`src/hdl/rv_core_defs.svh`:
```
`ifndef RV_CORE_DEFS_SVH
`define RV_CORE_DEFS_SVH

// Data path and address width of the integer core
`define XLEN 32

// Architectural integer registers including the hardwired x0
`define NUM_REGS 32

// Depth of the tightly coupled instruction memory in words
`define IMEM_WORDS 256

// Depth of the tightly coupled data memory in words
`define DMEM_WORDS 256

`endif

```
`src/hdl/rv_isa_pkg.sv`:
```
`default_nettype none

package rv_isa_pkg;

    // Major opcodes of the supported RV32I subset
    typedef enum logic [6:0] {
        OP     = 7'b0110011,
        OP_IMM = 7'b0010011,
        LOAD   = 7'b0000011,
        STORE  = 7'b0100011,
        BRANCH = 7'b1100011,
        JAL    = 7'b1101111
    } opcode_t;

    // Function codes shared by the register and immediate ALU forms
    localparam logic [2:0] F3_ADD_SUB = 3'b000;
    localparam logic [2:0] F3_SLT     = 3'b010;
    localparam logic [2:0] F3_XOR     = 3'b100;
    localparam logic [2:0] F3_OR      = 3'b110;
    localparam logic [2:0] F3_AND     = 3'b111;
    localparam logic [2:0] F3_BEQ     = 3'b000;
    localparam logic [2:0] F3_BNE     = 3'b001;
    // Only SUB sets this funct7 among the supported R-type instructions
    localparam logic [6:0] F7_SUB     = 7'b0100000;

    // --------------------------------------------------
    // Instruction formats
    // --------------------------------------------------
    typedef struct packed {
        logic [6:0] funct7;
        logic [4:0] rs2;
        logic [4:0] rs1;
        logic [2:0] funct3;
        logic [4:0] rd;
        opcode_t    opcode;
    } r_fmt_t;

    typedef struct packed {
        logic [11:0] imm;
        logic [4:0]  rs1;
        logic [2:0]  funct3;
        logic [4:0]  rd;
        opcode_t     opcode;
    } i_fmt_t;

    typedef struct packed {
        logic [6:0] imm_hi;
        logic [4:0] rs2;
        logic [4:0] rs1;
        logic [2:0] funct3;
        logic [4:0] imm_lo;
        opcode_t    opcode;
    } s_fmt_t;

    // Branch offsets are scrambled so the sign bit stays at bit 31
    typedef struct packed {
        logic       imm12;
        logic [5:0] imm10_5;
        logic [4:0] rs2;
        logic [4:0] rs1;
        logic [2:0] funct3;
        logic [3:0] imm4_1;
        logic       imm11;
        opcode_t    opcode;
    } b_fmt_t;

    typedef struct packed {
        logic       imm20;
        logic [9:0] imm10_1;
        logic       imm11;
        logic [7:0] imm19_12;
        logic [4:0] rd;
        opcode_t    opcode;
    } j_fmt_t;

    // One fetched word seen through every format at once
    typedef union packed {
        r_fmt_t r_fmt;
        i_fmt_t i_fmt;
        s_fmt_t s_fmt;
        b_fmt_t b_fmt;
        j_fmt_t j_fmt;
    } instr_u;

    // Operations the ALU can perform
    typedef enum logic [2:0] {
        ADD,
        SUB,
        AND,
        OR,
        XOR,
        SLT
    } alu_op_t;

endpackage

`default_nettype wire

```
`src/hdl/rv_pipe_pkg.sv`:
```
`default_nettype none

`include "rv_core_defs.svh"

package rv_pipe_pkg;

    // Operand source picked by the hazard unit for each ALU input
    typedef enum logic [1:0] {
        FWD_NONE = 2'b00,
        FWD_MEM  = 2'b01,
        FWD_WB   = 2'b10
    } fwd_sel_t;

    // --------------------------------------------------
    // Pipeline registers
    // --------------------------------------------------
    typedef struct packed {
        logic               valid;
        logic [`XLEN-1:0]   pc;
        logic [`XLEN-1:0]   instr;
    } ifid_t;

    // Unused source fields are kept at zero so they never match a hazard
    typedef struct packed {
        logic                 valid;
        logic [`XLEN-1:0]     pc;
        logic [4:0]           rs1;
        logic [4:0]           rs2;
        logic [4:0]           rd;
        logic [`XLEN-1:0]     rs1_val;
        logic [`XLEN-1:0]     rs2_val;
        logic [`XLEN-1:0]     imm;
        rv_isa_pkg::alu_op_t  alu_op;
        logic                 use_imm;
        logic                 reg_wren;
        logic                 mem_ren;
        logic                 mem_wren;
        logic                 is_branch;
        logic                 branch_ne;
        logic                 is_jump;
    } idex_t;

    typedef struct packed {
        logic               valid;
        logic [4:0]         rd;
        logic [`XLEN-1:0]   alu_result;
        logic [`XLEN-1:0]   store_data;
        logic               reg_wren;
        logic               mem_ren;
        logic               mem_wren;
    } exmem_t;

    // Result already holds the load data or the ALU value
    typedef struct packed {
        logic               valid;
        logic [4:0]         rd;
        logic [`XLEN-1:0]   result;
        logic               reg_wren;
    } memwb_t;

endpackage

`default_nettype wire

```
`src/hdl/hazard_if.sv`:
```
`timescale 1ns/1ps
`default_nettype none

interface hazard_if;
    import rv_pipe_pkg::*;

    // Sources of the instruction sitting in decode
    logic [4:0] d_rs1;
    logic [4:0] d_rs2;

    // Instruction in execute and whether it redirects the PC
    logic [4:0] e_rs1;
    logic [4:0] e_rs2;
    logic [4:0] e_rd;
    logic       e_mem_ren;
    logic       e_redirect;

    // Destinations waiting in EX/MEM and MEM/WB
    logic [4:0] m_rd;
    logic       m_reg_wren;
    logic [4:0] w_rd;
    logic       w_reg_wren;

    // Controls returned by the hazard unit
    logic       stall_if;
    logic       ifid_wren;
    logic       ifid_flush;
    logic       idex_flush;
    fwd_sel_t   rs1_sel;
    fwd_sel_t   rs2_sel;

    modport fetch   (input stall_if);
    modport decode  (output d_rs1, d_rs2, input ifid_wren, ifid_flush, idex_flush);
    modport execute (output e_rs1, e_rs2, e_rd, e_mem_ren, e_redirect,
                     input rs1_sel, rs2_sel);
    modport memory  (output m_rd, m_reg_wren, w_rd, w_reg_wren);
    modport hazard  (input d_rs1, d_rs2, e_rs1, e_rs2, e_rd, e_mem_ren, e_redirect,
                     input m_rd, m_reg_wren, w_rd, w_reg_wren,
                     output stall_if, ifid_wren, ifid_flush, idex_flush, rs1_sel, rs2_sel);

endinterface

`default_nettype wire

```
`src/hdl/hazard_unit.sv`:
```
`timescale 1ns/1ps
`default_nettype none

module hazard_unit (
    hazard_if.hazard hz
);
    import rv_pipe_pkg::*;

    logic load_use;
    logic wb_decode;
    logic stall;

    // --------------------------------------------------
    // Stall detection
    // --------------------------------------------------
    // Load data only appears after MEM so the consumer must wait one cycle
    assign load_use = hz.e_mem_ren && (hz.e_rd != 5'd0) &&
                      ((hz.e_rd == hz.d_rs1) || (hz.e_rd == hz.d_rs2));

    // The register file is written at the end of this cycle and read now
    assign wb_decode = hz.w_reg_wren && (hz.w_rd != 5'd0) &&
                       ((hz.w_rd == hz.d_rs1) || (hz.w_rd == hz.d_rs2));

    // A redirect throws away the stalled instruction anyway
    assign stall = (load_use || wb_decode) && !hz.e_redirect;

    assign hz.stall_if   = stall;
    assign hz.ifid_wren  = !stall;
    assign hz.ifid_flush = hz.e_redirect;
    // Stall and redirect both leave a bubble in ID/EX
    assign hz.idex_flush = hz.e_redirect || stall;

    // --------------------------------------------------
    // Forwarding selection
    // --------------------------------------------------
    // MEM holds the younger result so it is checked first
    always_comb begin
        hz.rs1_sel = FWD_NONE;
        hz.rs2_sel = FWD_NONE;
        if (hz.m_reg_wren && hz.m_rd != 5'd0 && hz.m_rd == hz.e_rs1) begin
            hz.rs1_sel = FWD_MEM;
        end else if (hz.w_reg_wren && hz.w_rd != 5'd0 && hz.w_rd == hz.e_rs1) begin
            hz.rs1_sel = FWD_WB;
        end
        if (hz.m_reg_wren && hz.m_rd != 5'd0 && hz.m_rd == hz.e_rs2) begin
            hz.rs2_sel = FWD_MEM;
        end else if (hz.w_reg_wren && hz.w_rd != 5'd0 && hz.w_rd == hz.e_rs2) begin
            hz.rs2_sel = FWD_WB;
        end
    end

endmodule

`default_nettype wire

```
`src/flat_wrapper.sv`:
```
// flat-port wrapper written by rule: the top's interface ports become plain ports
module hazard_unit_flat import rv_pipe_pkg::*;
  (hz_d_rs1, hz_d_rs2, hz_e_rs1, hz_e_rs2, hz_e_rd, hz_e_mem_ren, hz_e_redirect, hz_m_rd, hz_m_reg_wren, hz_w_rd, hz_w_reg_wren, hz_stall_if, hz_ifid_wren, hz_ifid_flush, hz_idex_flush, hz_rs1_sel, hz_rs2_sel);
  hazard_if hz_i ();
  input wire logic [$bits(hz_i.d_rs1)-1:0] hz_d_rs1;
  input wire logic [$bits(hz_i.d_rs2)-1:0] hz_d_rs2;
  input wire logic [$bits(hz_i.e_rs1)-1:0] hz_e_rs1;
  input wire logic [$bits(hz_i.e_rs2)-1:0] hz_e_rs2;
  input wire logic [$bits(hz_i.e_rd)-1:0] hz_e_rd;
  input wire logic [$bits(hz_i.e_mem_ren)-1:0] hz_e_mem_ren;
  input wire logic [$bits(hz_i.e_redirect)-1:0] hz_e_redirect;
  input wire logic [$bits(hz_i.m_rd)-1:0] hz_m_rd;
  input wire logic [$bits(hz_i.m_reg_wren)-1:0] hz_m_reg_wren;
  input wire logic [$bits(hz_i.w_rd)-1:0] hz_w_rd;
  input wire logic [$bits(hz_i.w_reg_wren)-1:0] hz_w_reg_wren;
  output wire logic [$bits(hz_i.stall_if)-1:0] hz_stall_if;
  output wire logic [$bits(hz_i.ifid_wren)-1:0] hz_ifid_wren;
  output wire logic [$bits(hz_i.ifid_flush)-1:0] hz_ifid_flush;
  output wire logic [$bits(hz_i.idex_flush)-1:0] hz_idex_flush;
  output wire logic [$bits(hz_i.rs1_sel)-1:0] hz_rs1_sel;
  output wire logic [$bits(hz_i.rs2_sel)-1:0] hz_rs2_sel;
  assign hz_i.d_rs1 = hz_d_rs1;
  assign hz_i.d_rs2 = hz_d_rs2;
  assign hz_i.e_rs1 = hz_e_rs1;
  assign hz_i.e_rs2 = hz_e_rs2;
  assign hz_i.e_rd = hz_e_rd;
  assign hz_i.e_mem_ren = hz_e_mem_ren;
  assign hz_i.e_redirect = hz_e_redirect;
  assign hz_i.m_rd = hz_m_rd;
  assign hz_i.m_reg_wren = hz_m_reg_wren;
  assign hz_i.w_rd = hz_w_rd;
  assign hz_i.w_reg_wren = hz_w_reg_wren;
  assign hz_stall_if = hz_i.stall_if;
  assign hz_ifid_wren = hz_i.ifid_wren;
  assign hz_ifid_flush = hz_i.ifid_flush;
  assign hz_idex_flush = hz_i.idex_flush;
  assign hz_rs1_sel = hz_i.rs1_sel;
  assign hz_rs2_sel = hz_i.rs2_sel;
  hazard_unit u_core (.hz(hz_i));
endmodule
```
`config.mk`:
```
export PLATFORM = sky130hd
export DESIGN_NAME = hazard_unit_flat
export DESIGN_NICKNAME = d
export VERILOG_FILES = /design/src/hdl/rv_isa_pkg.sv /design/src/hdl/rv_pipe_pkg.sv /design/src/hdl/hazard_if.sv /design/src/hdl/hazard_unit.sv /design/src/flat_wrapper.sv
export VERILOG_INCLUDE_DIRS = /design/src /design/src/hdl
export SDC_FILE = /design/constraint.sdc
export NUM_CORES = 1
export LEC_CHECK = 0
export BUFFER_PORTS_ARGS = -buffer_cell sky130_fd_sc_hd__buf_2
export CAP_MARGIN = 40
export CORE_AREA = 2 2 39 41
export DETAILED_ROUTE_END_ITERATION = 7
export DIE_AREA = 0 0 41 43
export GPL_TIMING_DRIVEN = 0
export PLACE_DENSITY = 0.88
export SYNTH_ARGS = -nofsm -noshare
export SYNTH_HDL_FRONTEND = slang
export SYNTH_SLANG_ARGS = --single-unit
```
`constraint.sdc`:
```
create_clock -name vclk -period 3.7
set_input_delay 0.37 -clock vclk [all_inputs]
set_output_delay 0.37 -clock vclk [all_outputs]
set_load 0.05 [all_outputs]
```
# --- After elaboration in Yosys (flattened, before gate mapping) ---
# Cells that the tools add are included.
op_classes:
  muxes: 4
  eq_ne: 8
  reduce_logical: 19
op_table:
  columns: ["cell", "n"]
  rows:
  - ["== test 5 bit", 8]
  - ["nonzero test 5 bit", 3]
  - ["logical AND 1 bit", 10]
  - ["2-to-1 mux 2 bit", 4]
  - ["logical OR 1 bit", 4]
  - ["zero test 1 bit", 2]
word_totals:
  inputBits: 39
  ff_bits: 0

# --- Longest topological paths before layout ---
depth:
  ltp_word: 6
  mapped_depth: 6

# --- Worst setup path after synthesis ---
# Ideal clock, no wire load.
synth_path:
  kind: "in2out"
  start: "input port hz_m_rd[4]"
  end: "output port hz_rs1_sel[1]"
  setup_slack_ns: 0.595
  arrival_ns: 2.735
  cell_stages: 4
  required_time_ns: 3.330
  path_cell_list: "xnor2_1 nand3_1 nor4_1 nor4_2"
synth_between:
  elab_chain_len: 4
synth_lines:
  columns: ["item", "line_no", "text"]
  rows:
  - ["from (decl)", "flat_wrapper.sv:12", "input wire logic [$bits(hz_i.m_rd)-1:0] hz_m_rd;"]
  - ["nonzero test 5 bit", "hazard_unit.sv:40", "if (hz.m_reg_wren && hz.m_rd != 5'd0 && hz.m_rd == hz.e_rs1) begin"]
  - ["logical AND 1 bit", "hazard_unit.sv:40", null]
  - ["logical AND 1 bit (*)", "hazard_unit.sv:40", null]
  - ["2-to-1 mux 2 bit (*)", "hazard_unit.sv:40", null]
  - ["to (decl)", "flat_wrapper.sv:20", "output wire logic [$bits(hz_i.rs1_sel)-1:0] hz_rs1_sel;"]
# Every way passes the cells marked *; elsewhere a longest branch is shown, timed or not.

# --- Worst setup path after layout ---
layout_path:
  start: "input port hz_m_rd[0]"
  end: "output port hz_rs1_sel[1]"
# The elaborated chain is that of the path after synthesis.

==> flow_summary.ini <==
[run_status]
status = completed

[finish]
drive_gt1_frac = 0.448
regArea_um2 = 0
design.seq.count = 0
layout_common_cells = buf_2 (46), xor2_1 (34), xnor2_1 (6)
nClkBuffers = 0
stdcell_count = 132
final_util = 0.580
synthToLayoutAreaGrowth_pct = 40.2
final_common_cell = buf_2
antenna_cells = 0
postLayoutCellArea_um2 = 803
finalNetCount = 157

[worst_setup_path]
cp-start-kind = primary input
crit_type = in2out
crit_top_cell = buf_2
crit_arrival_ns = 1.87
critPathRequiredTime_ns = 3.33
slowest_stage = or4_1
slowest_delay_ns = 0.51
cp_max_fo = 3
crit_path_cell_trace = buf_2 -> or4_1 -> o21ai_1 -> nor4_1 -> nor4_2 -> buf_2
worst-path-buf-inv = 2
end_kind = output pin
critPathTopFamily = simple AND/OR/NAND/NOR gates

[sta]
finalMaxSlewViolations = 0
rsz0062_at_grt = no
tightest_slew_ns = 0.411
whs_ns = 1.08
tns_ns = 0
hold_viol_final = 0
relSlewSlack = 0.723
fin_ws_ns = 1.46
post-route-period-util = 0.605
period_needed_ns = 2.24
max_freq_mhz = 447
setup_viol = 0

[logic_synthesis]
syn-num-nets = 113
synth.avg_cell_area_um2 = 7.74
yosysTopAreaCell = xor2_1
syn-instance-count = 74
synth_area_um2 = 573
yosysWarnings = 0
synth_top_cell_area_share = 0.520
seq_area_frac_synth = 0
synth_area_leaders = xor2_1 (52%), xnor2_1 (9.2%), or4_1 (5.2%), nor4_2 (4.4%), buf_2 (3.5%)
ys_types = 19

[floorplan]
io_pins = 47
die_y_um = 43
die_w_um = 41
dieArea_mm2 = 0.00176
start_util = 0.414
placementRows = 14
core_area_mm2 = 0.00138

[place]
post-place-ws_ns = 1.46
gp_congestion = 0.813
dp.final_hpwl_mm = 1.37
portBuffers = 42
placedCellCount = 132
placed_area_um2 = 803

[global_route]
grt.total_usage = 0.171
grt_max_degree = 6
grt_pass1_vias = 563
grt_overflow_total = 0
antenna_found_initial = 0
grt_pass1_wl_mm = 2.26

[route]
routed_wl_mm = 1.56
drt-wirelength-per-cell_um = 11.8
firstDrtPassIters = 4
dr_total_vias = 646
vias_per_cell = 4.89
remaining_drc_errors = 0
drt_iter0_markers = 6
ant_nets = 0

[flow_run]
cap_viol_max_count = 0

[power]
p_switching_mw = 0.0531
combPwrFrac = 1.000
clock_power_share = 0
seqPwrFrac = 0
p_leak_nw = 0.392
sw_frac_of_total = 0.547
internal_power_mw = 0.0440
finalPower_mw = 0.0971
pwr_density_cell_mw_per_mm2 = 121
ir_worst_vdd_mv = 0.0405

[clock_tree]
holdBufCountCts = 0
postCtsSetupBuffers = 0
post_cts_resized = 0

[min_path]
min_path_type = in2out
==> kinds of logic after synthesis <==
kind of cell / Yosys count / share of synthesized area
simple gates: 22 / 0.251
compound gates: 6 / 0.0699
xor+xnor: 40 / 0.611
buf+inv: 6 / 0.0677
==> Yosys cell counts <==
cell and instances:
buf_6 1, nand3_1 2, xor2_1 34, buf_4 1
nor3_1 4, or2_1 1, nor2_1 4, nor4_2 2
a22oi_1 2, o22ai_1 1, nor4_1 2, o21ai_2 1
or4_1 4, o21ai_1 2, nor2b_1 1, or4_4 1
buf_2 4, xnor2_1 6, or2b_1 1
==> metal layers <==
metal,up-vias,track usage,routed length [um]
met5,-,0,0
met4,0,0,0
met3,0,0,88
met2,22,0.319,849
met1,290,0.218,620
li1,334,-,-
==> final timing paths <==
path	start	end	slack (ns)	cells after the start
setup / recovery	hz_m_rd[0]	hz_rs1_sel[1]	1.46	6
hold / removal	hz_e_redirect	hz_stall_if	1.08	3
==> cell type report <==
type               count  area [um^2]
well taps             16         20.0
plain buffers          6         38.8
repair buffers        42          210
multi-input cells     68          534
fillers              130          581
==> tightest hold or removal path, cell delays in order <==
cell and delay (ns):
buf_2 0.10, nor2b_1 0.04, buf_2 0.20
==> power groups by stage <==
stage | Sequential, mW | Clock, mW | Combinational, mW
2_1_floorplan | 0 | 0 | 0.0591
3_3_place_gp | 0 | 0 | 0.0937
3_5_place_dp | 0 | 0 | 0.0967
4_1_cts | 0 | 0 | 0.0971
5_1_grt | 0 | 0 | 0.106
6_report | 0 | 0 | 0.0971
Note: power is estimated with default switching activity, not from simulation.
