==> src/hdl/rv_core_defs.svh <==
`ifndef RV_CORE_DEFS_SVH
`define RV_CORE_DEFS_SVH

// Data path and address width of the integer core
`define XLEN 32

// Architectural integer registers including the hardwired x0
`define NUM_REGS 32

// Depth of the tightly coupled instruction memory in words
`define IMEM_WORDS 256

// Depth of the tightly coupled data memory in words
`define DMEM_WORDS 256

`endif

==> src/hdl/rv_isa_pkg.sv <==
`default_nettype none

package rv_isa_pkg;

    // Major opcodes of the supported RV32I subset
    typedef enum logic [6:0] {
        OP     = 7'b0110011,
        OP_IMM = 7'b0010011,
        LOAD   = 7'b0000011,
        STORE  = 7'b0100011,
        BRANCH = 7'b1100011,
        JAL    = 7'b1101111
    } opcode_t;

    // Function codes shared by the register and immediate ALU forms
    localparam logic [2:0] F3_ADD_SUB = 3'b000;
    localparam logic [2:0] F3_SLT     = 3'b010;
    localparam logic [2:0] F3_XOR     = 3'b100;
    localparam logic [2:0] F3_OR      = 3'b110;
    localparam logic [2:0] F3_AND     = 3'b111;
    localparam logic [2:0] F3_BEQ     = 3'b000;
    localparam logic [2:0] F3_BNE     = 3'b001;
    // Only SUB sets this funct7 among the supported R-type instructions
    localparam logic [6:0] F7_SUB     = 7'b0100000;

    // --------------------------------------------------
    // Instruction formats
    // --------------------------------------------------
    typedef struct packed {
        logic [6:0] funct7;
        logic [4:0] rs2;
        logic [4:0] rs1;
        logic [2:0] funct3;
        logic [4:0] rd;
        opcode_t    opcode;
    } r_fmt_t;

    typedef struct packed {
        logic [11:0] imm;
        logic [4:0]  rs1;
        logic [2:0]  funct3;
        logic [4:0]  rd;
        opcode_t     opcode;
    } i_fmt_t;

    typedef struct packed {
        logic [6:0] imm_hi;
        logic [4:0] rs2;
        logic [4:0] rs1;
        logic [2:0] funct3;
        logic [4:0] imm_lo;
        opcode_t    opcode;
    } s_fmt_t;

    // Branch offsets are scrambled so the sign bit stays at bit 31
    typedef struct packed {
        logic       imm12;
        logic [5:0] imm10_5;
        logic [4:0] rs2;
        logic [4:0] rs1;
        logic [2:0] funct3;
        logic [3:0] imm4_1;
        logic       imm11;
        opcode_t    opcode;
    } b_fmt_t;

    typedef struct packed {
        logic       imm20;
        logic [9:0] imm10_1;
        logic       imm11;
        logic [7:0] imm19_12;
        logic [4:0] rd;
        opcode_t    opcode;
    } j_fmt_t;

    // One fetched word seen through every format at once
    typedef union packed {
        r_fmt_t r_fmt;
        i_fmt_t i_fmt;
        s_fmt_t s_fmt;
        b_fmt_t b_fmt;
        j_fmt_t j_fmt;
    } instr_u;

    // Operations the ALU can perform
    typedef enum logic [2:0] {
        ADD,
        SUB,
        AND,
        OR,
        XOR,
        SLT
    } alu_op_t;

endpackage

`default_nettype wire

==> src/hdl/rv_pipe_pkg.sv <==
`default_nettype none

`include "rv_core_defs.svh"

package rv_pipe_pkg;

    // Operand source picked by the hazard unit for each ALU input
    typedef enum logic [1:0] {
        FWD_NONE = 2'b00,
        FWD_MEM  = 2'b01,
        FWD_WB   = 2'b10
    } fwd_sel_t;

    // --------------------------------------------------
    // Pipeline registers
    // --------------------------------------------------
    typedef struct packed {
        logic               valid;
        logic [`XLEN-1:0]   pc;
        logic [`XLEN-1:0]   instr;
    } ifid_t;

    // Unused source fields are kept at zero so they never match a hazard
    typedef struct packed {
        logic                 valid;
        logic [`XLEN-1:0]     pc;
        logic [4:0]           rs1;
        logic [4:0]           rs2;
        logic [4:0]           rd;
        logic [`XLEN-1:0]     rs1_val;
        logic [`XLEN-1:0]     rs2_val;
        logic [`XLEN-1:0]     imm;
        rv_isa_pkg::alu_op_t  alu_op;
        logic                 use_imm;
        logic                 reg_wren;
        logic                 mem_ren;
        logic                 mem_wren;
        logic                 is_branch;
        logic                 branch_ne;
        logic                 is_jump;
    } idex_t;

    typedef struct packed {
        logic               valid;
        logic [4:0]         rd;
        logic [`XLEN-1:0]   alu_result;
        logic [`XLEN-1:0]   store_data;
        logic               reg_wren;
        logic               mem_ren;
        logic               mem_wren;
    } exmem_t;

    // Result already holds the load data or the ALU value
    typedef struct packed {
        logic               valid;
        logic [4:0]         rd;
        logic [`XLEN-1:0]   result;
        logic               reg_wren;
    } memwb_t;

endpackage

`default_nettype wire

==> src/hdl/hazard_if.sv <==
`timescale 1ns/1ps
`default_nettype none

interface hazard_if;
    import rv_pipe_pkg::*;

    // Sources of the instruction sitting in decode
    logic [4:0] d_rs1;
    logic [4:0] d_rs2;

    // Instruction in execute and whether it redirects the PC
    logic [4:0] e_rs1;
    logic [4:0] e_rs2;
    logic [4:0] e_rd;
    logic       e_mem_ren;
    logic       e_redirect;

    // Destinations waiting in EX/MEM and MEM/WB
    logic [4:0] m_rd;
    logic       m_reg_wren;
    logic [4:0] w_rd;
    logic       w_reg_wren;

    // Controls returned by the hazard unit
    logic       stall_if;
    logic       ifid_wren;
    logic       ifid_flush;
    logic       idex_flush;
    fwd_sel_t   rs1_sel;
    fwd_sel_t   rs2_sel;

    modport fetch   (input stall_if);
    modport decode  (output d_rs1, d_rs2, input ifid_wren, ifid_flush, idex_flush);
    modport execute (output e_rs1, e_rs2, e_rd, e_mem_ren, e_redirect,
                     input rs1_sel, rs2_sel);
    modport memory  (output m_rd, m_reg_wren, w_rd, w_reg_wren);
    modport hazard  (input d_rs1, d_rs2, e_rs1, e_rs2, e_rd, e_mem_ren, e_redirect,
                     input m_rd, m_reg_wren, w_rd, w_reg_wren,
                     output stall_if, ifid_wren, ifid_flush, idex_flush, rs1_sel, rs2_sel);

endinterface

`default_nettype wire

==> src/hdl/decode_stage.sv <==
`timescale 1ns/1ps
`default_nettype none

`include "rv_core_defs.svh"

module decode_stage (
    input  wire                  clk,
    input  wire                  reset,
    input  rv_pipe_pkg::ifid_t   ifid,
    input  rv_pipe_pkg::memwb_t  wb,
    hazard_if.decode             hz,
    output rv_pipe_pkg::idex_t   idex
);
    import rv_isa_pkg::*;
    import rv_pipe_pkg::*;

    ifid_t            ifid_q;
    instr_u           instr;
    idex_t            idex_d;
    logic             use_rs1;
    logic             use_rs2;
    logic             reg_write;
    alu_op_t          alu_dec;
    logic [`XLEN-1:0] rf [`NUM_REGS];

    // --------------------------------------------------
    // IF/ID register
    // --------------------------------------------------
    // Flush beats hold so a taken branch never keeps a wrong-path word
    always_ff @(posedge clk) begin
        if (reset || hz.ifid_flush) begin
            ifid_q <= '0;
        end else if (hz.ifid_wren) begin
            ifid_q <= ifid;
        end
    end

    assign instr = ifid_q.instr;

    // ALU operation from funct3, SUB only exists in the register form
    always_comb begin
        case (instr.r_fmt.funct3)
            F3_SLT:  alu_dec = SLT;
            F3_XOR:  alu_dec = XOR;
            F3_OR:   alu_dec = OR;
            F3_AND:  alu_dec = AND;
            F3_ADD_SUB: begin
                alu_dec = (instr.r_fmt.opcode == OP && instr.r_fmt.funct7 == F7_SUB)
                        ? SUB : ADD;
            end
            default: alu_dec = ADD;
        endcase
    end

    // --------------------------------------------------
    // Main decoder and immediate generation
    // --------------------------------------------------
    always_comb begin
        idex_d    = '0;
        use_rs1   = 1'b0;
        use_rs2   = 1'b0;
        reg_write = 1'b0;
        idex_d.alu_op = ADD;
        case (instr.r_fmt.opcode)
            OP: begin
                use_rs1 = 1'b1;
                use_rs2 = 1'b1;
                reg_write = 1'b1;
                idex_d.alu_op = alu_dec;
            end
            OP_IMM: begin
                use_rs1 = 1'b1;
                reg_write = 1'b1;
                idex_d.use_imm = 1'b1;
                idex_d.alu_op = alu_dec;
                idex_d.imm = {{(`XLEN-12){instr.i_fmt.imm[11]}}, instr.i_fmt.imm};
            end
            LOAD: begin
                use_rs1 = 1'b1;
                reg_write = 1'b1;
                idex_d.use_imm = 1'b1;
                idex_d.mem_ren = 1'b1;
                idex_d.imm = {{(`XLEN-12){instr.i_fmt.imm[11]}}, instr.i_fmt.imm};
            end
            STORE: begin
                use_rs1 = 1'b1;
                use_rs2 = 1'b1;
                idex_d.use_imm = 1'b1;
                idex_d.mem_wren = 1'b1;
                idex_d.imm = {{(`XLEN-12){instr.s_fmt.imm_hi[6]}},
                              instr.s_fmt.imm_hi, instr.s_fmt.imm_lo};
            end
            BRANCH: begin
                use_rs1 = 1'b1;
                use_rs2 = 1'b1;
                idex_d.is_branch = (instr.b_fmt.funct3 == F3_BEQ) ||
                                   (instr.b_fmt.funct3 == F3_BNE);
                idex_d.branch_ne = (instr.b_fmt.funct3 == F3_BNE);
                idex_d.imm = {{(`XLEN-12){instr.b_fmt.imm12}}, instr.b_fmt.imm11,
                              instr.b_fmt.imm10_5, instr.b_fmt.imm4_1, 1'b0};
            end
            JAL: begin
                reg_write = 1'b1;
                idex_d.is_jump = 1'b1;
                idex_d.imm = {{(`XLEN-20){instr.j_fmt.imm20}}, instr.j_fmt.imm19_12,
                              instr.j_fmt.imm11, instr.j_fmt.imm10_1, 1'b0};
            end
            default: ;
        endcase
        idex_d.valid = ifid_q.valid;
        idex_d.pc    = ifid_q.pc;
        idex_d.rs1   = use_rs1 ? instr.r_fmt.rs1 : 5'd0;
        idex_d.rs2   = use_rs2 ? instr.r_fmt.rs2 : 5'd0;
        idex_d.rd    = instr.r_fmt.rd;
        // Writes to x0 are dropped here so nothing downstream sees them
        idex_d.reg_wren = reg_write && (instr.r_fmt.rd != 5'd0);
        // x0 reads as zero, the array entry is never written
        idex_d.rs1_val = (idex_d.rs1 == 5'd0) ? '0 : rf[idex_d.rs1];
        idex_d.rs2_val = (idex_d.rs2 == 5'd0) ? '0 : rf[idex_d.rs2];
    end

    assign hz.d_rs1 = idex_d.rs1;
    assign hz.d_rs2 = idex_d.rs2;

    // No write-through, the hazard unit stalls a same-cycle read instead
    always_ff @(posedge clk) begin
        if (wb.valid && wb.reg_wren && wb.rd != 5'd0) begin
            rf[wb.rd] <= wb.result;
        end
    end

    // ID/EX register, a bubble is an all-zero entry
    always_ff @(posedge clk) begin
        if (reset || hz.idex_flush || !ifid_q.valid) begin
            idex <= '0;
        end else begin
            idex <= idex_d;
        end
    end

endmodule

`default_nettype wire

==> src/flat_wrapper.sv <==
// flat-port wrapper written by rule: the top's interface ports become plain ports
module decode_stage_flat import rv_isa_pkg::*; import rv_pipe_pkg::*;
  (clk, reset, ifid, wb, idex, hz_d_rs1, hz_d_rs2, hz_ifid_wren, hz_ifid_flush, hz_idex_flush);
  hazard_if hz_i ();
  input  wire clk;
  input  wire reset;
  input  rv_pipe_pkg::ifid_t ifid;
  input  rv_pipe_pkg::memwb_t wb;
  output rv_pipe_pkg::idex_t idex;
  output wire logic [$bits(hz_i.d_rs1)-1:0] hz_d_rs1;
  output wire logic [$bits(hz_i.d_rs2)-1:0] hz_d_rs2;
  input wire logic [$bits(hz_i.ifid_wren)-1:0] hz_ifid_wren;
  input wire logic [$bits(hz_i.ifid_flush)-1:0] hz_ifid_flush;
  input wire logic [$bits(hz_i.idex_flush)-1:0] hz_idex_flush;
  assign hz_d_rs1 = hz_i.d_rs1;
  assign hz_d_rs2 = hz_i.d_rs2;
  assign hz_i.ifid_wren = hz_ifid_wren;
  assign hz_i.ifid_flush = hz_ifid_flush;
  assign hz_i.idex_flush = hz_idex_flush;
  decode_stage u_core (.clk(clk), .reset(reset), .ifid(ifid), .wb(wb), .hz(hz_i), .idex(idex));
endmodule
==> config.mk <==
export PLATFORM = sky130hd
export DESIGN_NAME = decode_stage_flat
export DESIGN_NICKNAME = d
export VERILOG_FILES = /design/src/hdl/rv_isa_pkg.sv /design/src/hdl/rv_pipe_pkg.sv /design/src/hdl/hazard_if.sv /design/src/hdl/decode_stage.sv /design/src/flat_wrapper.sv
export VERILOG_INCLUDE_DIRS = /design/src /design/src/hdl
export SDC_FILE = /design/constraint.sdc
export NUM_CORES = 2
export LEC_CHECK = 0
export BUFFER_PORTS_ARGS = -buffer_cell sky130_fd_sc_hd__buf_2
export CORE_MARGIN = 10
export CORE_UTILIZATION = 35
export CTS_CLUSTER_SIZE = 8
export DETAILED_ROUTE_END_ITERATION = 10
export GPL_TIMING_DRIVEN = 1
export HOLD_SLACK_MARGIN = 0.08
export PLACE_DENSITY_LB_ADDON = 0.15
export SYNTH_ARGS = -nofsm -noshare
export SYNTH_HDL_FRONTEND = slang
export SYNTH_SLANG_ARGS = --single-unit
==> constraint.sdc <==
create_clock -name clk -period 6.2 [get_ports clk]
set_input_delay 1.24 -clock clk [delete_from_list [all_inputs] [get_ports clk]]
set_output_delay 1.24 -clock clk [all_outputs]
set_load 0.1 [all_outputs]
Yosys cells after proc, flatten, opt, wreduce, memory -nomap -nowiden
Memories as Yosys holds them, arrays and structs flattened. A register that Yosys moved wholly into a read port is not among the register bits. Index checks and enable logic that the tools add are counted.

Register bits: 155. Logic and storage cells: 70. Bits in writable memories: 1024. Input bits: 109. Memories: 1. Output and inout port bits: 164.

Memories: u_core.rf (depth 32, bits a word 32, rd ports 2, clocked after Yosys merged registers in 2, write ports 1, RTL line decode_stage.sv:24) `` logic [`XLEN-1:0] rf [`NUM_REGS]; ``.

Reductions and logical operators: 24. Equality and inequality tests: 12. Bitwise logic cells: 2. Multiplexer cells: 14.

Operators with widths (number): one-hot mux 32 bit (4 select lines) (1); equality test 7 x 6 -> 1 bit (second input constant) (3); one-hot mux 3 bit (5 select lines) (1); equality test 7 bit (second input constant) (2); OR reduction 2 bit (6); logical NOT 5 bit (2); 2-to-1 mux 1 bit (10); 2-to-1 mux 5 bit (2); nonzero test 5 bit (2); equality test 3 bit (second input constant) (3); equality test 7 x 2 -> 1 bit (second input constant) (1); equality test 7 x 5 -> 1 bit (second input constant) (1); OR reduction 3 bit (2); OR reduction 5 bit (1); logical AND 1 bit (4); logical OR 1 bit (4); OR reduction 4 bit (1); equality test 3 x 1 -> 1 bit (second input constant) (1); equality test 3 x 2 -> 1 bit (second input constant) (1); logical NOT 3 bit (1); NOT 1 bit (2); logical NOT 1 bit (1).

Depth between registers and ports, before layout
Depth after elaboration: 6. Gate-level depth with buffers: 12. Gate-level depth less buffers: 8.

Worst setup path after synthesis
OpenSTA, ideal clock, no wires.

Kind: in2reg. Start point: input wb[34] in the netlist's numbering. End point: memory u_core.rf[24][0] in the netlist's numbering, enable pin. Library setup time: 0.421 ns. Stages on the path: 3. Data required time: 5.779 ns. Slack: 2.704 ns. Path buffers: 1. Arrival: 3.075 ns. Cell sequence: or2_2 clkbuf_1 nor2_1.

Longest elaborated chain between the ends: 4.

RTL lines: start, declared (RTL line flat_wrapper.sv:8) `input rv_pipe_pkg::memwb_t wb;`; nonzero test 5 bit (RTL line decode_stage.sv:127) `if (wb.valid && wb.reg_wren && wb.rd != 5'd0) begin`; logical AND 1 bit (RTL line decode_stage.sv:127); 2-to-1 mux 1 bit (RTL line decode_stage.sv:127); 2-to-1 mux 1 bit (not written as such) (RTL line decode_stage.sv:128) `rf[wb.rd] <= wb.result;`; end, declared (RTL line decode_stage.sv:24).

Parallel ways exist; a longest one is shown, timed or not.

Final worst setup path
Start point: register u_core.ifid_q, in the netlist u_core.instr[3]. End point: output hz_d_rs2[4].

Longest elaborated chain between the ends: 4. Elaborated cells between the ends (all ways): 6. Classes of those cells: eq/ne (3); mux (2); reduce/logical (1).

RTL lines: start, declared (RTL line decode_stage.sv:17) `ifid_t ifid_q;`; start signal, assigned (RTL line decode_stage.sv:34) `ifid_q <= ifid;`; equality test 7 x 6 -> 1 bit or equality test 7 bit (tied branches) (RTL line decode_stage.sv:64) `case (instr.r_fmt.opcode)`; OR reduction 3 bit (no source line) (*); 2-to-1 mux 1 bit (*) (RTL line decode_stage.sv:64); 2-to-1 mux 5 bit (*) (RTL line decode_stage.sv:113) `idex_d.rs2 = use_rs2 ? instr.r_fmt.rs2 : 5'd0;`; end, declared (RTL line flat_wrapper.sv:11) `output wire logic [$bits(hz_i.d_rs2)-1:0] hz_d_rs2;`.

Mark *: on every way between the ends. The rest lies on a longest branch, timed or not.

==> out/summary.txt <==
Largest fanout on the critical path - 17
Hold Crit Class - reg2reg
Main synth FF type - edfxtp_1
Pwr dens - 290.9 mW/mm²
Failing checks - max-capacitance violations
Reg-to-reg slack, setup - 1.89 ns
Reg2reg end - u_core.idex[85]
CTS Buf Count - 172
Chip width - 418.6 µm
Reg2reg path depth - 7
Met3 WL - 27.32 mm
# setup viols final - 0
Drt pass-1 iters - 6
Final hold violations - 0
Pin count of the biggest net entering global routing - 136
Final HPWL DP - 149.9 mm
Final wirelength - 255.3 mm
Pre-CTS WS - 1.565 ns
VDD IR max - 278.5 µV
Post-CTS setup buffers - 0
Share of cells above drive strength 1 - 19.77%
Startpoint Class - flop
Final #Nets - 4655
Setup ws final - 1.040 ns
Register area share after synthesis - 62.78%
Hold Path Depth - 1
I/O Buffers - 272
Core area - 0.1582 mm²
Yosys warning count - 0
Sum Neg Setup Slack - 0 ns
Netlist Area Pre-Place - 0.05561 mm²
Area contributors post-synth - edfxtp_1 55%, dfxtp_1 7.5%, mux2i_1 6.1%
IO Count - 273
CTS Root Cell - clkbuf_16
Share of the synthesized area in the top cell type - 55.30%
Slew headroom - 0.8989%
Netlist cell types - 94
Status - finished, violations left
Num rows - 146
Fin Hold WS - 0.4450 ns
Seq cells post-synth - 1232
Vias per cell - 6.437
Met2 wire length - 112.4 mm
Global-route wire length before repair - 347.1 mm
Worst Tran Pin Value - 1.484 ns
Most frequent cell after synthesis - edfxtp_1
Filler Cell Count - 14893
Layout area overhead - 16.19%
CP endpoint kind - primary output
Async set or reset register ratio after synthesis - 0%
WHS Endpoint - u_core.idex[122]
Post-CTS resize count - 0
Final Skew - 0.03894 ns
Die ar. - 0.1752 mm²
H-tree depth - 4
Reg clk slew, reported paths - 0.05 ns
Clock Latency Late Sink - 0.81 ns
Area leader, netlist - edfxtp_1
Total of max-cap violations - 1
Vias in the first global route - 41793
Max Fclk - 193.8 MHz
Starting density of the core - 35.15%
DIE HEIGHT - 418.6 µm
DR DRC count - 0
Post-CTS Hold Fix Bufs - 0
Post-layout min period - 5.160 ns
Routed Antenna Nets - 0
CTS tree - built
Top sig layer - met5
RSZ-0062 raised after global routing - false
Worst Path Required - 4.96 ns
# clock sinks - 1232
Initial antenna violation count - 18
Routed WL per cell - 37.83 µm
Met1 Wirelength - 102.5 mm
CP Data Arrival Time - 3.92 ns
Fin. max-slew vios - 0
Number of DRC markers in iteration 0 - 6304
Final period util - 83.22%
FF-to-FF Start - u_core.instr[16]
Post-synth EDFFs - 1024
Worst hold start - u_core.idex_d[122]
Commonest cells post-synth - 1024 x edfxtp_1, 340 x mux2i_1, 328 x a21oi_1, 277 x nand2_1, 261 x nor2_1
Vias - 43445
Max clock buf depth - 3
Gpl congestion - 0.8653
CP Class - reg2out
Syn Inst Count - 4290
Synth Area per Inst - 12.96 µm²
Gr usage total - 28.07%
GRT Residual Overflow - 0
Pleak - 21.68 nW
## critical path, cell delays in order, from the launching register on
cell       delay [ns]
dfxtp_1          0.32
nand4bb_2        0.74
nor2_4           0.91
nand2_1          0.17
inv_1            0.31
buf_4            0.42
buf_12           0.23
## area by class of cell
cell class	count	area (µm²)	area share [%]
Tap cell	2072	2592	4.012
Clock inverter	10	178.9	0.2769
Antenna cell	3	7.507	0.01162
Inverter	35	141.4	0.2188
Sequential cell	1232	34940	54.07
Multi-Input combinational cell	2672	19150	29.64
Timing Repair Buffer	433	2713	4.198
Clock buffer	292	4892	7.571
## routing by layer
metal,vias to the layer above,global-route usage [%]
met1,22303,37.81
met2,3075,43.07
met4,12,12.63
met3,603,6.317
li1,17452,-
met5,-,0
## power by group
part	total (mW)	internal (mW)	leakage, nW	switching [mW]
clock network	8.98	5.32	2.41	3.66
logic	0.698	0.216	8.34	0.482
registers	9.11	9.05	10.9	0.0653
## metrics by stage
stage / total power, mW / util [%] / instance area, µm² / cells
after detailed placement: 9.955 / 37.63 / 59540 / 6444
after CTS: 18.88 / 40.84 / 64610 / 6746
after global placement: 9.954 / 37.63 / 59540 / 6444
after floorplan: 9.610 / - / 55730 / 4321
final: 18.79 / 40.84 / 64610 / 6749
after global routing: 19.30 / 40.84 / 64610 / 6748
## sequential cells by signal (all words and copies together), names as in the netlist
register       flops
u_core.idex      143
u_core.idex_d     33
u_core.instr      32
u_core.rf       1024
## worst max-delay path by stage
stage / slack, ns / to / start / depth (start not counted)
6_report: 1.04 / hz_d_rs2[4] / u_core.instr[3] / 6
5_1_grt: 1.02 / hz_d_rs2[4] / u_core.instr[3] / 6
4_1_cts: 1.10 / hz_d_rs2[4] / u_core.instr[3] / 6
3_5_place_dp: 1.56 / u_core.idex[90] / hz_idex_flush / 11
3_3_place_gp: 1.46 / u_core.idex[90] / hz_idex_flush / 11
2_1_floorplan: 2.70 / u_core.rf[24][0] / wb[34] / 3
## layout by cell type (no fill, tap or decap), types with 40 or more instances in the layout
master     count
edfxtp_1    1024
mux2i_1      340
a21oi_1      328
nand2_1      276
buf_2        270
nor2_1       230
dfxtp_1      199
clkbuf_16    178
o22ai_1      152
buf_4        152
o21ai_0      147
mux2_2       138
clkbuf_1     113
o221ai_1     109
a211oi_1      81
a221oi_1      69
a31oi_1       65
a22oi_1       61
nor2b_1       59
and2_1        53
nor3_1        40
## kinds of logic after synthesis
family | share of synthesized area (%)
AO/OA/AOI/OAI | 16.49
XOR/XNOR | 0.01575
buffers and inverters | 3.656
flip-flops | 62.78
multiplexers | 10.17
other | 0.006743
AND/OR/NAND/NOR | 6.880
Note: power is estimated with default switching activity, not from simulation.
