`config.mk`:
```
export PLATFORM = sky130hd
export DESIGN_NAME = execute_stage_flat
export DESIGN_NICKNAME = d
export VERILOG_FILES = /design/src/hdl/rv_isa_pkg.sv /design/src/hdl/rv_pipe_pkg.sv /design/src/hdl/hazard_if.sv /design/src/hdl/execute_stage.sv /design/src/flat_wrapper.sv
export VERILOG_INCLUDE_DIRS = /design/src /design/src/hdl
export SDC_FILE = /design/constraint.sdc
export NUM_CORES = 1
export LEC_CHECK = 0
export BUFFER_PORTS_ARGS = -buffer_cell sky130_fd_sc_hd__buf_2
export CAP_MARGIN = 20
export CORE_UTILIZATION = 40
export DETAILED_ROUTE_END_ITERATION = 6
export PLACE_DENSITY = 0.67
export SETUP_SLACK_MARGIN = 0.1
export SLEW_MARGIN = 10
export SYNTH_ARGS = -nofsm -noshare
export SYNTH_HDL_FRONTEND = slang
export SYNTH_SLANG_ARGS = --single-unit
```
`constraint.sdc`:
```
create_clock -name clk -period 3.85 [get_ports clk]
set_input_delay 0.385 -clock clk [delete_from_list [all_inputs] [get_ports clk]]
set_output_delay 0.385 -clock clk [all_outputs]
set_load 0.02 [all_outputs]
```
`src/hdl/rv_core_defs.svh`:
```
`ifndef RV_CORE_DEFS_SVH
`define RV_CORE_DEFS_SVH

// Data path and address width of the integer core
`define XLEN 32

// Architectural integer registers including the hardwired x0
`define NUM_REGS 32

// Depth of the tightly coupled instruction memory in words
`define IMEM_WORDS 256

// Depth of the tightly coupled data memory in words
`define DMEM_WORDS 256

`endif

```
`src/hdl/rv_isa_pkg.sv`:
```
`default_nettype none

package rv_isa_pkg;

    // Major opcodes of the supported RV32I subset
    typedef enum logic [6:0] {
        OP     = 7'b0110011,
        OP_IMM = 7'b0010011,
        LOAD   = 7'b0000011,
        STORE  = 7'b0100011,
        BRANCH = 7'b1100011,
        JAL    = 7'b1101111
    } opcode_t;

    // Function codes shared by the register and immediate ALU forms
    localparam logic [2:0] F3_ADD_SUB = 3'b000;
    localparam logic [2:0] F3_SLT     = 3'b010;
    localparam logic [2:0] F3_XOR     = 3'b100;
    localparam logic [2:0] F3_OR      = 3'b110;
    localparam logic [2:0] F3_AND     = 3'b111;
    localparam logic [2:0] F3_BEQ     = 3'b000;
    localparam logic [2:0] F3_BNE     = 3'b001;
    // Only SUB sets this funct7 among the supported R-type instructions
    localparam logic [6:0] F7_SUB     = 7'b0100000;

    // --------------------------------------------------
    // Instruction formats
    // --------------------------------------------------
    typedef struct packed {
        logic [6:0] funct7;
        logic [4:0] rs2;
        logic [4:0] rs1;
        logic [2:0] funct3;
        logic [4:0] rd;
        opcode_t    opcode;
    } r_fmt_t;

    typedef struct packed {
        logic [11:0] imm;
        logic [4:0]  rs1;
        logic [2:0]  funct3;
        logic [4:0]  rd;
        opcode_t     opcode;
    } i_fmt_t;

    typedef struct packed {
        logic [6:0] imm_hi;
        logic [4:0] rs2;
        logic [4:0] rs1;
        logic [2:0] funct3;
        logic [4:0] imm_lo;
        opcode_t    opcode;
    } s_fmt_t;

    // Branch offsets are scrambled so the sign bit stays at bit 31
    typedef struct packed {
        logic       imm12;
        logic [5:0] imm10_5;
        logic [4:0] rs2;
        logic [4:0] rs1;
        logic [2:0] funct3;
        logic [3:0] imm4_1;
        logic       imm11;
        opcode_t    opcode;
    } b_fmt_t;

    typedef struct packed {
        logic       imm20;
        logic [9:0] imm10_1;
        logic       imm11;
        logic [7:0] imm19_12;
        logic [4:0] rd;
        opcode_t    opcode;
    } j_fmt_t;

    // One fetched word seen through every format at once
    typedef union packed {
        r_fmt_t r_fmt;
        i_fmt_t i_fmt;
        s_fmt_t s_fmt;
        b_fmt_t b_fmt;
        j_fmt_t j_fmt;
    } instr_u;

    // Operations the ALU can perform
    typedef enum logic [2:0] {
        ADD,
        SUB,
        AND,
        OR,
        XOR,
        SLT
    } alu_op_t;

endpackage

`default_nettype wire

```
`src/hdl/rv_pipe_pkg.sv`:
```
`default_nettype none

`include "rv_core_defs.svh"

package rv_pipe_pkg;

    // Operand source picked by the hazard unit for each ALU input
    typedef enum logic [1:0] {
        FWD_NONE = 2'b00,
        FWD_MEM  = 2'b01,
        FWD_WB   = 2'b10
    } fwd_sel_t;

    // --------------------------------------------------
    // Pipeline registers
    // --------------------------------------------------
    typedef struct packed {
        logic               valid;
        logic [`XLEN-1:0]   pc;
        logic [`XLEN-1:0]   instr;
    } ifid_t;

    // Unused source fields are kept at zero so they never match a hazard
    typedef struct packed {
        logic                 valid;
        logic [`XLEN-1:0]     pc;
        logic [4:0]           rs1;
        logic [4:0]           rs2;
        logic [4:0]           rd;
        logic [`XLEN-1:0]     rs1_val;
        logic [`XLEN-1:0]     rs2_val;
        logic [`XLEN-1:0]     imm;
        rv_isa_pkg::alu_op_t  alu_op;
        logic                 use_imm;
        logic                 reg_wren;
        logic                 mem_ren;
        logic                 mem_wren;
        logic                 is_branch;
        logic                 branch_ne;
        logic                 is_jump;
    } idex_t;

    typedef struct packed {
        logic               valid;
        logic [4:0]         rd;
        logic [`XLEN-1:0]   alu_result;
        logic [`XLEN-1:0]   store_data;
        logic               reg_wren;
        logic               mem_ren;
        logic               mem_wren;
    } exmem_t;

    // Result already holds the load data or the ALU value
    typedef struct packed {
        logic               valid;
        logic [4:0]         rd;
        logic [`XLEN-1:0]   result;
        logic               reg_wren;
    } memwb_t;

endpackage

`default_nettype wire

```
`src/hdl/hazard_if.sv`:
```
`timescale 1ns/1ps
`default_nettype none

interface hazard_if;
    import rv_pipe_pkg::*;

    // Sources of the instruction sitting in decode
    logic [4:0] d_rs1;
    logic [4:0] d_rs2;

    // Instruction in execute and whether it redirects the PC
    logic [4:0] e_rs1;
    logic [4:0] e_rs2;
    logic [4:0] e_rd;
    logic       e_mem_ren;
    logic       e_redirect;

    // Destinations waiting in EX/MEM and MEM/WB
    logic [4:0] m_rd;
    logic       m_reg_wren;
    logic [4:0] w_rd;
    logic       w_reg_wren;

    // Controls returned by the hazard unit
    logic       stall_if;
    logic       ifid_wren;
    logic       ifid_flush;
    logic       idex_flush;
    fwd_sel_t   rs1_sel;
    fwd_sel_t   rs2_sel;

    modport fetch   (input stall_if);
    modport decode  (output d_rs1, d_rs2, input ifid_wren, ifid_flush, idex_flush);
    modport execute (output e_rs1, e_rs2, e_rd, e_mem_ren, e_redirect,
                     input rs1_sel, rs2_sel);
    modport memory  (output m_rd, m_reg_wren, w_rd, w_reg_wren);
    modport hazard  (input d_rs1, d_rs2, e_rs1, e_rs2, e_rd, e_mem_ren, e_redirect,
                     input m_rd, m_reg_wren, w_rd, w_reg_wren,
                     output stall_if, ifid_wren, ifid_flush, idex_flush, rs1_sel, rs2_sel);

endinterface

`default_nettype wire

```
`src/hdl/execute_stage.sv`:
```
`timescale 1ns/1ps
`default_nettype none

`include "rv_core_defs.svh"

module execute_stage (
    input  wire                  clk,
    input  wire                  reset,
    input  rv_pipe_pkg::idex_t   idex,
    input  wire [`XLEN-1:0]      mem_fwd,
    input  wire [`XLEN-1:0]      wb_fwd,
    hazard_if.execute            hz,
    output logic                 redirect,
    output logic [`XLEN-1:0]     redirect_pc,
    output rv_pipe_pkg::exmem_t  exmem
);
    import rv_isa_pkg::*;
    import rv_pipe_pkg::*;

    logic [`XLEN-1:0] op_a;
    logic [`XLEN-1:0] rs2_fwd;
    logic [`XLEN-1:0] op_b;
    logic [`XLEN-1:0] alu_out;
    logic [`XLEN-1:0] result;
    logic             operands_eq;
    logic             taken;

    // Picks the newest copy of a source register
    function automatic logic [`XLEN-1:0] fwd_mux(
        input fwd_sel_t         sel,
        input logic [`XLEN-1:0] reg_val,
        input logic [`XLEN-1:0] mem_val,
        input logic [`XLEN-1:0] wb_val
    );
        case (sel)
            FWD_MEM: return mem_val;
            FWD_WB:  return wb_val;
            default: return reg_val;
        endcase
    endfunction

    // --------------------------------------------------
    // Operand forwarding
    // --------------------------------------------------
    assign op_a    = fwd_mux(hz.rs1_sel, idex.rs1_val, mem_fwd, wb_fwd);
    assign rs2_fwd = fwd_mux(hz.rs2_sel, idex.rs2_val, mem_fwd, wb_fwd);
    // Stores keep rs2 as data and use the immediate for the address
    assign op_b    = idex.use_imm ? idex.imm : rs2_fwd;

    always_comb begin
        case (idex.alu_op)
            SUB:     alu_out = op_a - op_b;
            AND:     alu_out = op_a & op_b;
            OR:      alu_out = op_a | op_b;
            XOR:     alu_out = op_a ^ op_b;
            SLT:     alu_out = {{(`XLEN-1){1'b0}}, $signed(op_a) < $signed(op_b)};
            default: alu_out = op_a + op_b;
        endcase
    end

    // JAL links the address after itself
    assign result = idex.is_jump ? idex.pc + 'd4 : alu_out;

    // --------------------------------------------------
    // Branch and jump resolution
    // --------------------------------------------------
    assign operands_eq = (op_a == rs2_fwd);
    assign taken       = idex.is_branch && (idex.branch_ne ? !operands_eq : operands_eq);
    assign redirect    = idex.valid && (taken || idex.is_jump);
    // Both branch and JAL targets are pc relative
    assign redirect_pc = idex.pc + idex.imm;

    assign hz.e_rs1      = idex.rs1;
    assign hz.e_rs2      = idex.rs2;
    assign hz.e_rd       = idex.rd;
    assign hz.e_mem_ren  = idex.mem_ren;
    assign hz.e_redirect = redirect;

    // EX/MEM register, bubbles from ID/EX arrive with every enable low
    always_ff @(posedge clk) begin
        if (reset) begin
            exmem <= '0;
        end else begin
            exmem.valid      <= idex.valid;
            exmem.rd         <= idex.rd;
            exmem.alu_result <= result;
            exmem.store_data <= rs2_fwd;
            exmem.reg_wren   <= idex.reg_wren;
            exmem.mem_ren    <= idex.mem_ren;
            exmem.mem_wren   <= idex.mem_wren;
        end
    end

endmodule

`default_nettype wire

```
`src/flat_wrapper.sv`:
```
// flat-port wrapper written by rule: the top's interface ports become plain ports
module execute_stage_flat import rv_isa_pkg::*; import rv_pipe_pkg::*;
  (clk, reset, idex, mem_fwd, wb_fwd, redirect, redirect_pc, exmem, hz_e_rs1, hz_e_rs2, hz_e_rd, hz_e_mem_ren, hz_e_redirect, hz_rs1_sel, hz_rs2_sel);
  hazard_if hz_i ();
  input  wire clk;
  input  wire reset;
  input  rv_pipe_pkg::idex_t idex;
  input  wire [`XLEN-1:0] mem_fwd;
  input  wire [`XLEN-1:0] wb_fwd;
  output logic redirect;
  output logic [`XLEN-1:0] redirect_pc;
  output rv_pipe_pkg::exmem_t exmem;
  output wire logic [$bits(hz_i.e_rs1)-1:0] hz_e_rs1;
  output wire logic [$bits(hz_i.e_rs2)-1:0] hz_e_rs2;
  output wire logic [$bits(hz_i.e_rd)-1:0] hz_e_rd;
  output wire logic [$bits(hz_i.e_mem_ren)-1:0] hz_e_mem_ren;
  output wire logic [$bits(hz_i.e_redirect)-1:0] hz_e_redirect;
  input wire logic [$bits(hz_i.rs1_sel)-1:0] hz_rs1_sel;
  input wire logic [$bits(hz_i.rs2_sel)-1:0] hz_rs2_sel;
  assign hz_e_rs1 = hz_i.e_rs1;
  assign hz_e_rs2 = hz_i.e_rs2;
  assign hz_e_rd = hz_i.e_rd;
  assign hz_e_mem_ren = hz_i.e_mem_ren;
  assign hz_e_redirect = hz_i.e_redirect;
  assign hz_i.rs1_sel = hz_rs1_sel;
  assign hz_i.rs2_sel = hz_rs2_sel;
  execute_stage u_core (.clk(clk), .reset(reset), .idex(idex), .mem_fwd(mem_fwd), .wb_fwd(wb_fwd), .hz(hz_i), .redirect(redirect), .redirect_pc(redirect_pc), .exmem(exmem));
endmodule
```
# After elaboration in Yosys (flattened, before gate mapping)
# Index checks and enable logic that the tools add are counted.
word_totals:
  out_inout_bits: 123
  ff_bits: 73
  word_cells: 35
op_classes:
  magnitude_cmp: 1
  addsub: 4
  bitwise_logic: 3
  n_reduce_logical: 4
  mux: 6
  n_eq_ne: 10
ops:
  columns: ["operator", "count"]
  rows:
  - ["32-bit case mux with 5 select lines", 1]
  - ["32-bit case mux with 2 select lines", 2]
  - ["32-bit adder", 2]
  - ["32-bit 2-to-1 mux", 2]
  - ["32-bit by 3-bit adder with 32-bit output (second input constant)", 1]
  - ["32-bit bitwise AND", 1]
  - ["32-bit == test", 1]
  - ["32-bit less-than comparator", 1]
  - ["32-bit bitwise OR", 1]
  - ["32-bit subtractor", 1]
  - ["32-bit bitwise XOR", 1]
  - ["3-bit by 2-bit == test with 1-bit output (second input constant)", 2]
  - ["3-bit == test (second input constant)", 2]
  - ["2-bit by 1-bit == test with 1-bit output (second input constant)", 2]
  - ["2-bit == test (second input constant)", 2]
  - ["3-bit by 1-bit == test with 1-bit output (second input constant)", 1]
  - ["1-bit logical AND", 2]
  - ["1-bit zero test", 1]
  - ["1-bit logical OR", 1]
  - ["1-bit 2-to-1 mux", 1]

# Longest topological paths before layout
logic_depth:
  depth_word: 8
  ltp_mapped: 20
  mapped_depth_nobuf: 20

# Least setup slack after synthesis
# OpenSTA, ideal clock, no wires.
synth_timing:
  path_type: "input-to-reg"
  from: "in hz_rs2_sel[0]"
  to: "reg u_core.exmem[60] (netlist name)"
  arrival_time_ns: 4.042
  setup_ns: 0.140
  required_time_ns: 3.710
  setup_slack_ns: -0.332
  path_stages: 19
  path_buffers: 3
  path_cell_list: "inv_1 -> ha_1 -> clkbuf_1 -> buf_1 -> nor2_1 -> a21oi_1 -> o21ai_0 -> ha_1 -> buf_2 -> inv_1 -> a2111oi_1 -> nand3_1 -> o21ai_2 -> o221ai_2 -> a21boi_2 -> o211ai_2 -> xnor2_1 -> a2111oi_1 -> a221oi_1"
synth_via:
  elab_chain_cells: 6
  word_cells_on_any_way: 11
  classes_between: "add/sub (2); eq/ne (2); mux (4); bitwise (3)"
synth_lines:
  columns: ["element", "line", "text"]
  rows:
  - ["start: declaration", "flat_wrapper.sv:19", "input wire logic [$bits(hz_i.rs2_sel)-1:0] hz_rs2_sel;"]
  - ["2-bit == test / 2-bit by 1-bit == test with 1-bit output (equally long branches)", "execute_stage.sv:35", "case (sel)"]
  - ["32-bit case mux with 2 select lines (*)", "execute_stage.sv:35", null]
  - ["32-bit 2-to-1 mux (*)", "execute_stage.sv:48", "assign op_b = idex.use_imm ? idex.imm : rs2_fwd;"]
  - ["32-bit adder (tied with other cells)", "execute_stage.sv:57", "default: alu_out = op_a + op_b;"]
  - ["32-bit case mux with 5 select lines (*)", "execute_stage.sv:51", "case (idex.alu_op)"]
  - ["32-bit 2-to-1 mux (*)", "execute_stage.sv:62", "assign result = idex.is_jump ? idex.pc + 'd4 : alu_out;"]
# Every way passes the cells marked *; elsewhere a longest branch is shown, timed or not.
# A chain may end at the register's enable or synchronous reset.

# Worst setup path after layout
layout_timing:
  from: "in hz_rs2_sel[0]"
  to: "reg u_core.exmem[43] (netlist name)"
layout_via:
  elab_chain_cells: 6
  word_cells_on_any_way: 11
  classes_between: "add/sub (2); eq/ne (2); mux (4); bitwise (3)"
layout_lines:
  columns: ["element", "line"]
  rows:
  - ["2-bit == test / 2-bit by 1-bit == test with 1-bit output (equally long branches)", "execute_stage.sv:35"]
  - ["32-bit case mux with 2 select lines (*)", "execute_stage.sv:35"]
  - ["32-bit 2-to-1 mux (*)", "execute_stage.sv:48"]
  - ["32-bit adder (tied with other cells)", "execute_stage.sv:57"]
  - ["32-bit case mux with 5 select lines (*)", "execute_stage.sv:51"]
  - ["32-bit 2-to-1 mux (*)", "execute_stage.sv:62"]
# Marks and branches as above.

==> impl_results.md <==
- Port Buf Inserts: 326
- Maximum root-to-sink buffer count: 2
- Die extent in y: 169 um
- Regs by FF count: u_core.exmem (73)
- Worst hold endpoint: u_core.exmem[2]
- Switching pwr: 2.74 mW
- Syn Nets: 1,975
- Reg with most FFs: u_core.exmem
- Commonest non-fill, non-tap cells in the layout: buf_4, buf_2, nor2_1, a21oi_1, nand2_1
- Initial antenna violation count: 2
- Int Pwr: 3.29 mW
- Count of final setup violators: 0
- Layout area overhead: 63.1%
- Total I/O pin count: 347
- Xor/xnor share of the synthesized area: 8.38%
- CTS tree: done
- Register bit total from synthesis: 73
- Final worst path period share: 97.7%
- CTS Buf Count: 9
- Commonest non-fill, non-tap cell in the layout: buf_4
- H-tree levels: 3
- Clock Power Share: 16.7%
- Critical-path top delay cell: or4_1
- Fmax: 266 MHz
- Mux cell area share after synthesis: 0.548%
- # rows: 60
- Gr ovfl total: 0
- Gpl congestion: 1.01
- Tmin final: 3.76 ns
- Initial Util: 41.2%
- Cells after Synth: 1,616
- 1st-pass router iterations: 6
- Dpl cell area: 15,900 um2
- Hold Path Stages: 2
- Critical Path Max Stage Delay: 0.57 ns
- Placement Setup Slack: -0.718 ns
- Overall die width: 169 um
- Synth Flop Type: dfxtp_1
- Root Driver: clkbuf_16
- Hold_sp: idex[5]
- Compound-Gate Fraction of Synth Area: 34.0%
- Comb pwr share: 69.3%
- Util after Layout: 67.1%
- Clk sinks: 73
- Synth Area in Adders: 15.3%
- Post-synth EDFFs: 0
- Max-slew violations: 0
- Hold Slack: 0.229 ns
- Crit Path Category: in -> reg
- 1st-iter DRT viols: 2,017
- Residual DRC: 0
- Worst Max-Slew Pin Slew: 0.981 ns
- First-pass GRT wire length: 88,000 um
- Nets@finish: 2,654
- Pleak: 8.58 nW
- WL final: 61,200 um
- Post-DRT Antenna Nets: 0
- Via density: 5.82
- Crit-path cells: buf_8 > inv_4 > ha_4 > buf_12 > nor2_4 > a21oi_4 > o21a_4 > inv_4 > buf_6 > ha_4 > inv_2 > fa_2 > nor2b_2 > o21ai_2 > a211oi_4 > buf_4 > o21ai_1 > nand2b_1 > a211oi_2 > or4_1 > a21oi_2 > a31oi_2 > a221oi_2
- Sequential power share: 14.1%
- Die area: 28,600 um2
- Final setup margin: 0.0888 ns
- FF+latch area: 1460 um2
- Crit path capture type: register
- Sequential share of the synthesized area: 13.1%
- Main combinational cell family by area after synthesis: compound AO/OA/AOI/OAI gates
- Post-synthesis cell type count: 84
- Design area: 18,200 um2
- Avg Cell Area, Syn: 6.92 um2
- Max_cap viols: 0
- Hold Path Class: in -> reg
- Ys async rst share: 0%
- Largest net degree at the start of global routing: 67
- Flip-flop count of the largest register after layout: 73
- Outcome: finished, final reports clean
- Cell Pwr Density: 330 nW/um2
- Clock-pin slew on the worst setup and hold paths: 0.07 ns
- Filler instances: 2,401
- Syn. warnings: 0
- RSZ-0062 raised after global routing: yes
- Data arrival, critical path: 4.03 ns
- Peak supply drop: 197 uV
- Hold Buf Count CTS: 0
- Post-Synth Simple-Gate Area: 19.4%
- Post-Syn Area: 11,200 um2
- Switching part of the total: 45.5%
- Slew headroom: 34.6%
- GRT Util Overall: 41.1%
- Required time of the critical path: 4.12 ns
- Vias in the first global route: 14,600
- Post-DR wirelength/cell: 22.9 um
- Dpl hpwl: 49,100 um
- Setup crit start kind: input pin
- CP Max Fanout: 9
- Multi-input logic area: 10,100 um2
- Routed via count: 15,600
- Final hold vios: 0
- Core area: 27,200 um2
- Share of layout cells above drive strength 1: 46.2%
==> critical path, delay by kind of cell <==
| family | cells | cell delay, ns |
|---|---|---|
| buf+inv | 7 | 0.64 |
| simple gates | 4 | 0.95 |
| fa+ha+maj | 3 | 0.76 |
| compound gates | 9 | 1.29 |
==> worst max-delay path by stage <==
stage / from / to / slack (ns) / cells after the start
after global routing: hz_rs2_sel[0] / u_core.exmem[65] / -0.08 / 22
after CTS: idex[121] / redirect_pc[30] / -0.02 / 16
after global placement: hz_rs2_sel[0] / u_core.exmem[63] / -0.60 / 21
final: hz_rs2_sel[0] / u_core.exmem[43] / 0.09 / 23
after floorplan: hz_rs2_sel[0] / u_core.exmem[60] / 0.08 / 18
after detailed placement: hz_rs2_sel[0] / u_core.exmem[64] / -0.72 / 21
==> final cells by class <==
type	instances	share of cell area, %
clock buffers	10	1.26
clock inverters	6	0.480
repair buffers	779	29.7
well taps	372	2.55
diodes	1	0.0137
multi-input cells	1307	55.4
inverters	125	2.60
flip-flops and latches	73	8.01
==> power by group through the flow <==
stage                     Sequential, mW  Combinational [mW]  Clock [mW]
final                              0.847                4.17        1.01
after global routing               0.851                4.40        1.04
after CTS                          0.846                3.71        1.00
after detailed placement           0.861                3.46           0
after global placement             0.864                3.45           0
after floorplan                    0.943                1.78           0
==> per-stage QoR <==
stage	cells	setup TNS (ns)	power, mW
6_report	2673	0	6.03
5_1_grt	2673	-0.196	6.29
4_1_cts	2640	-0.0160	5.56
3_5_place_dp	2602	-11.89	4.32
3_3_place_gp	2602	-10.23	4.31
2_1_floorplan	1616	0	2.72
==> cell usage after synthesis, types with 8 or more instances <==
| cell | n | area [um2] |
|---|---|---|
| nand2_1 | 113 | 424 |
| buf_1 | 8 | 30.0 |
| o22ai_1 | 9 | 56.3 |
| and3_1 | 10 | 62.6 |
| o21a_1 | 10 | 75.1 |
| nand2b_1 | 12 | 75.1 |
| o21bai_1 | 20 | 150 |
| o21ai_0 | 111 | 556 |
| xor2_1 | 20 | 175 |
| nor3_1 | 25 | 125 |
| o31ai_1 | 8 | 60.1 |
| dfxtp_1 | 73 | 1460 |
| a211oi_1 | 39 | 293 |
| inv_1 | 123 | 462 |
| or2_2 | 8 | 50.1 |
| xnor2_1 | 87 | 762 |
| nor2_1 | 207 | 777 |
| a31oi_1 | 11 | 68.8 |
| a221oi_1 | 19 | 166 |
| nor2b_1 | 19 | 119 |
| nor4_1 | 8 | 50.1 |
| nand4_1 | 18 | 113 |
| a21o_1 | 22 | 165 |
| ha_1 | 132 | 1650 |
| a21oi_1 | 172 | 861 |
| buf_4 | 24 | 180 |
| o211ai_1 | 12 | 90.1 |
| clkbuf_1 | 65 | 244 |
| a22oi_1 | 70 | 526 |
| nand3_1 | 25 | 125 |
==> what timing repair did <==
| action | CTS | global route |
|---|---|---|
| setup endpoints to repair | 28 | 31 |
| gates resized for setup | 129 | 210 |
| pin swaps | 48 | 91 |
| gates cloned | 4 | 1 |
| buffers inserted | 19 | 31 |
==> cells by family (layout without fill, tap and decap cells) <==
logic type / after synthesis / after routing
compound gates: 580 / 580
simple gates: 479 / 479
buf+inv: 236 / 920
fa+ha+maj: 135 / 135
xor+xnor: 107 / 107
flops: 73 / 73
mux: 6 / 6
other cells: 0 / 1
==> per-layer routing <==
layer  wire length [um]  vias up  GRT usage (%)
met4               2380        0           14.5
met2              26200     1000           61.5
li1                   -     7125              -
met1              26200     7289           58.7
met5                  0        -              0
met3               6450      137           6.86
Note: power is estimated with default switching activity, not from simulation.
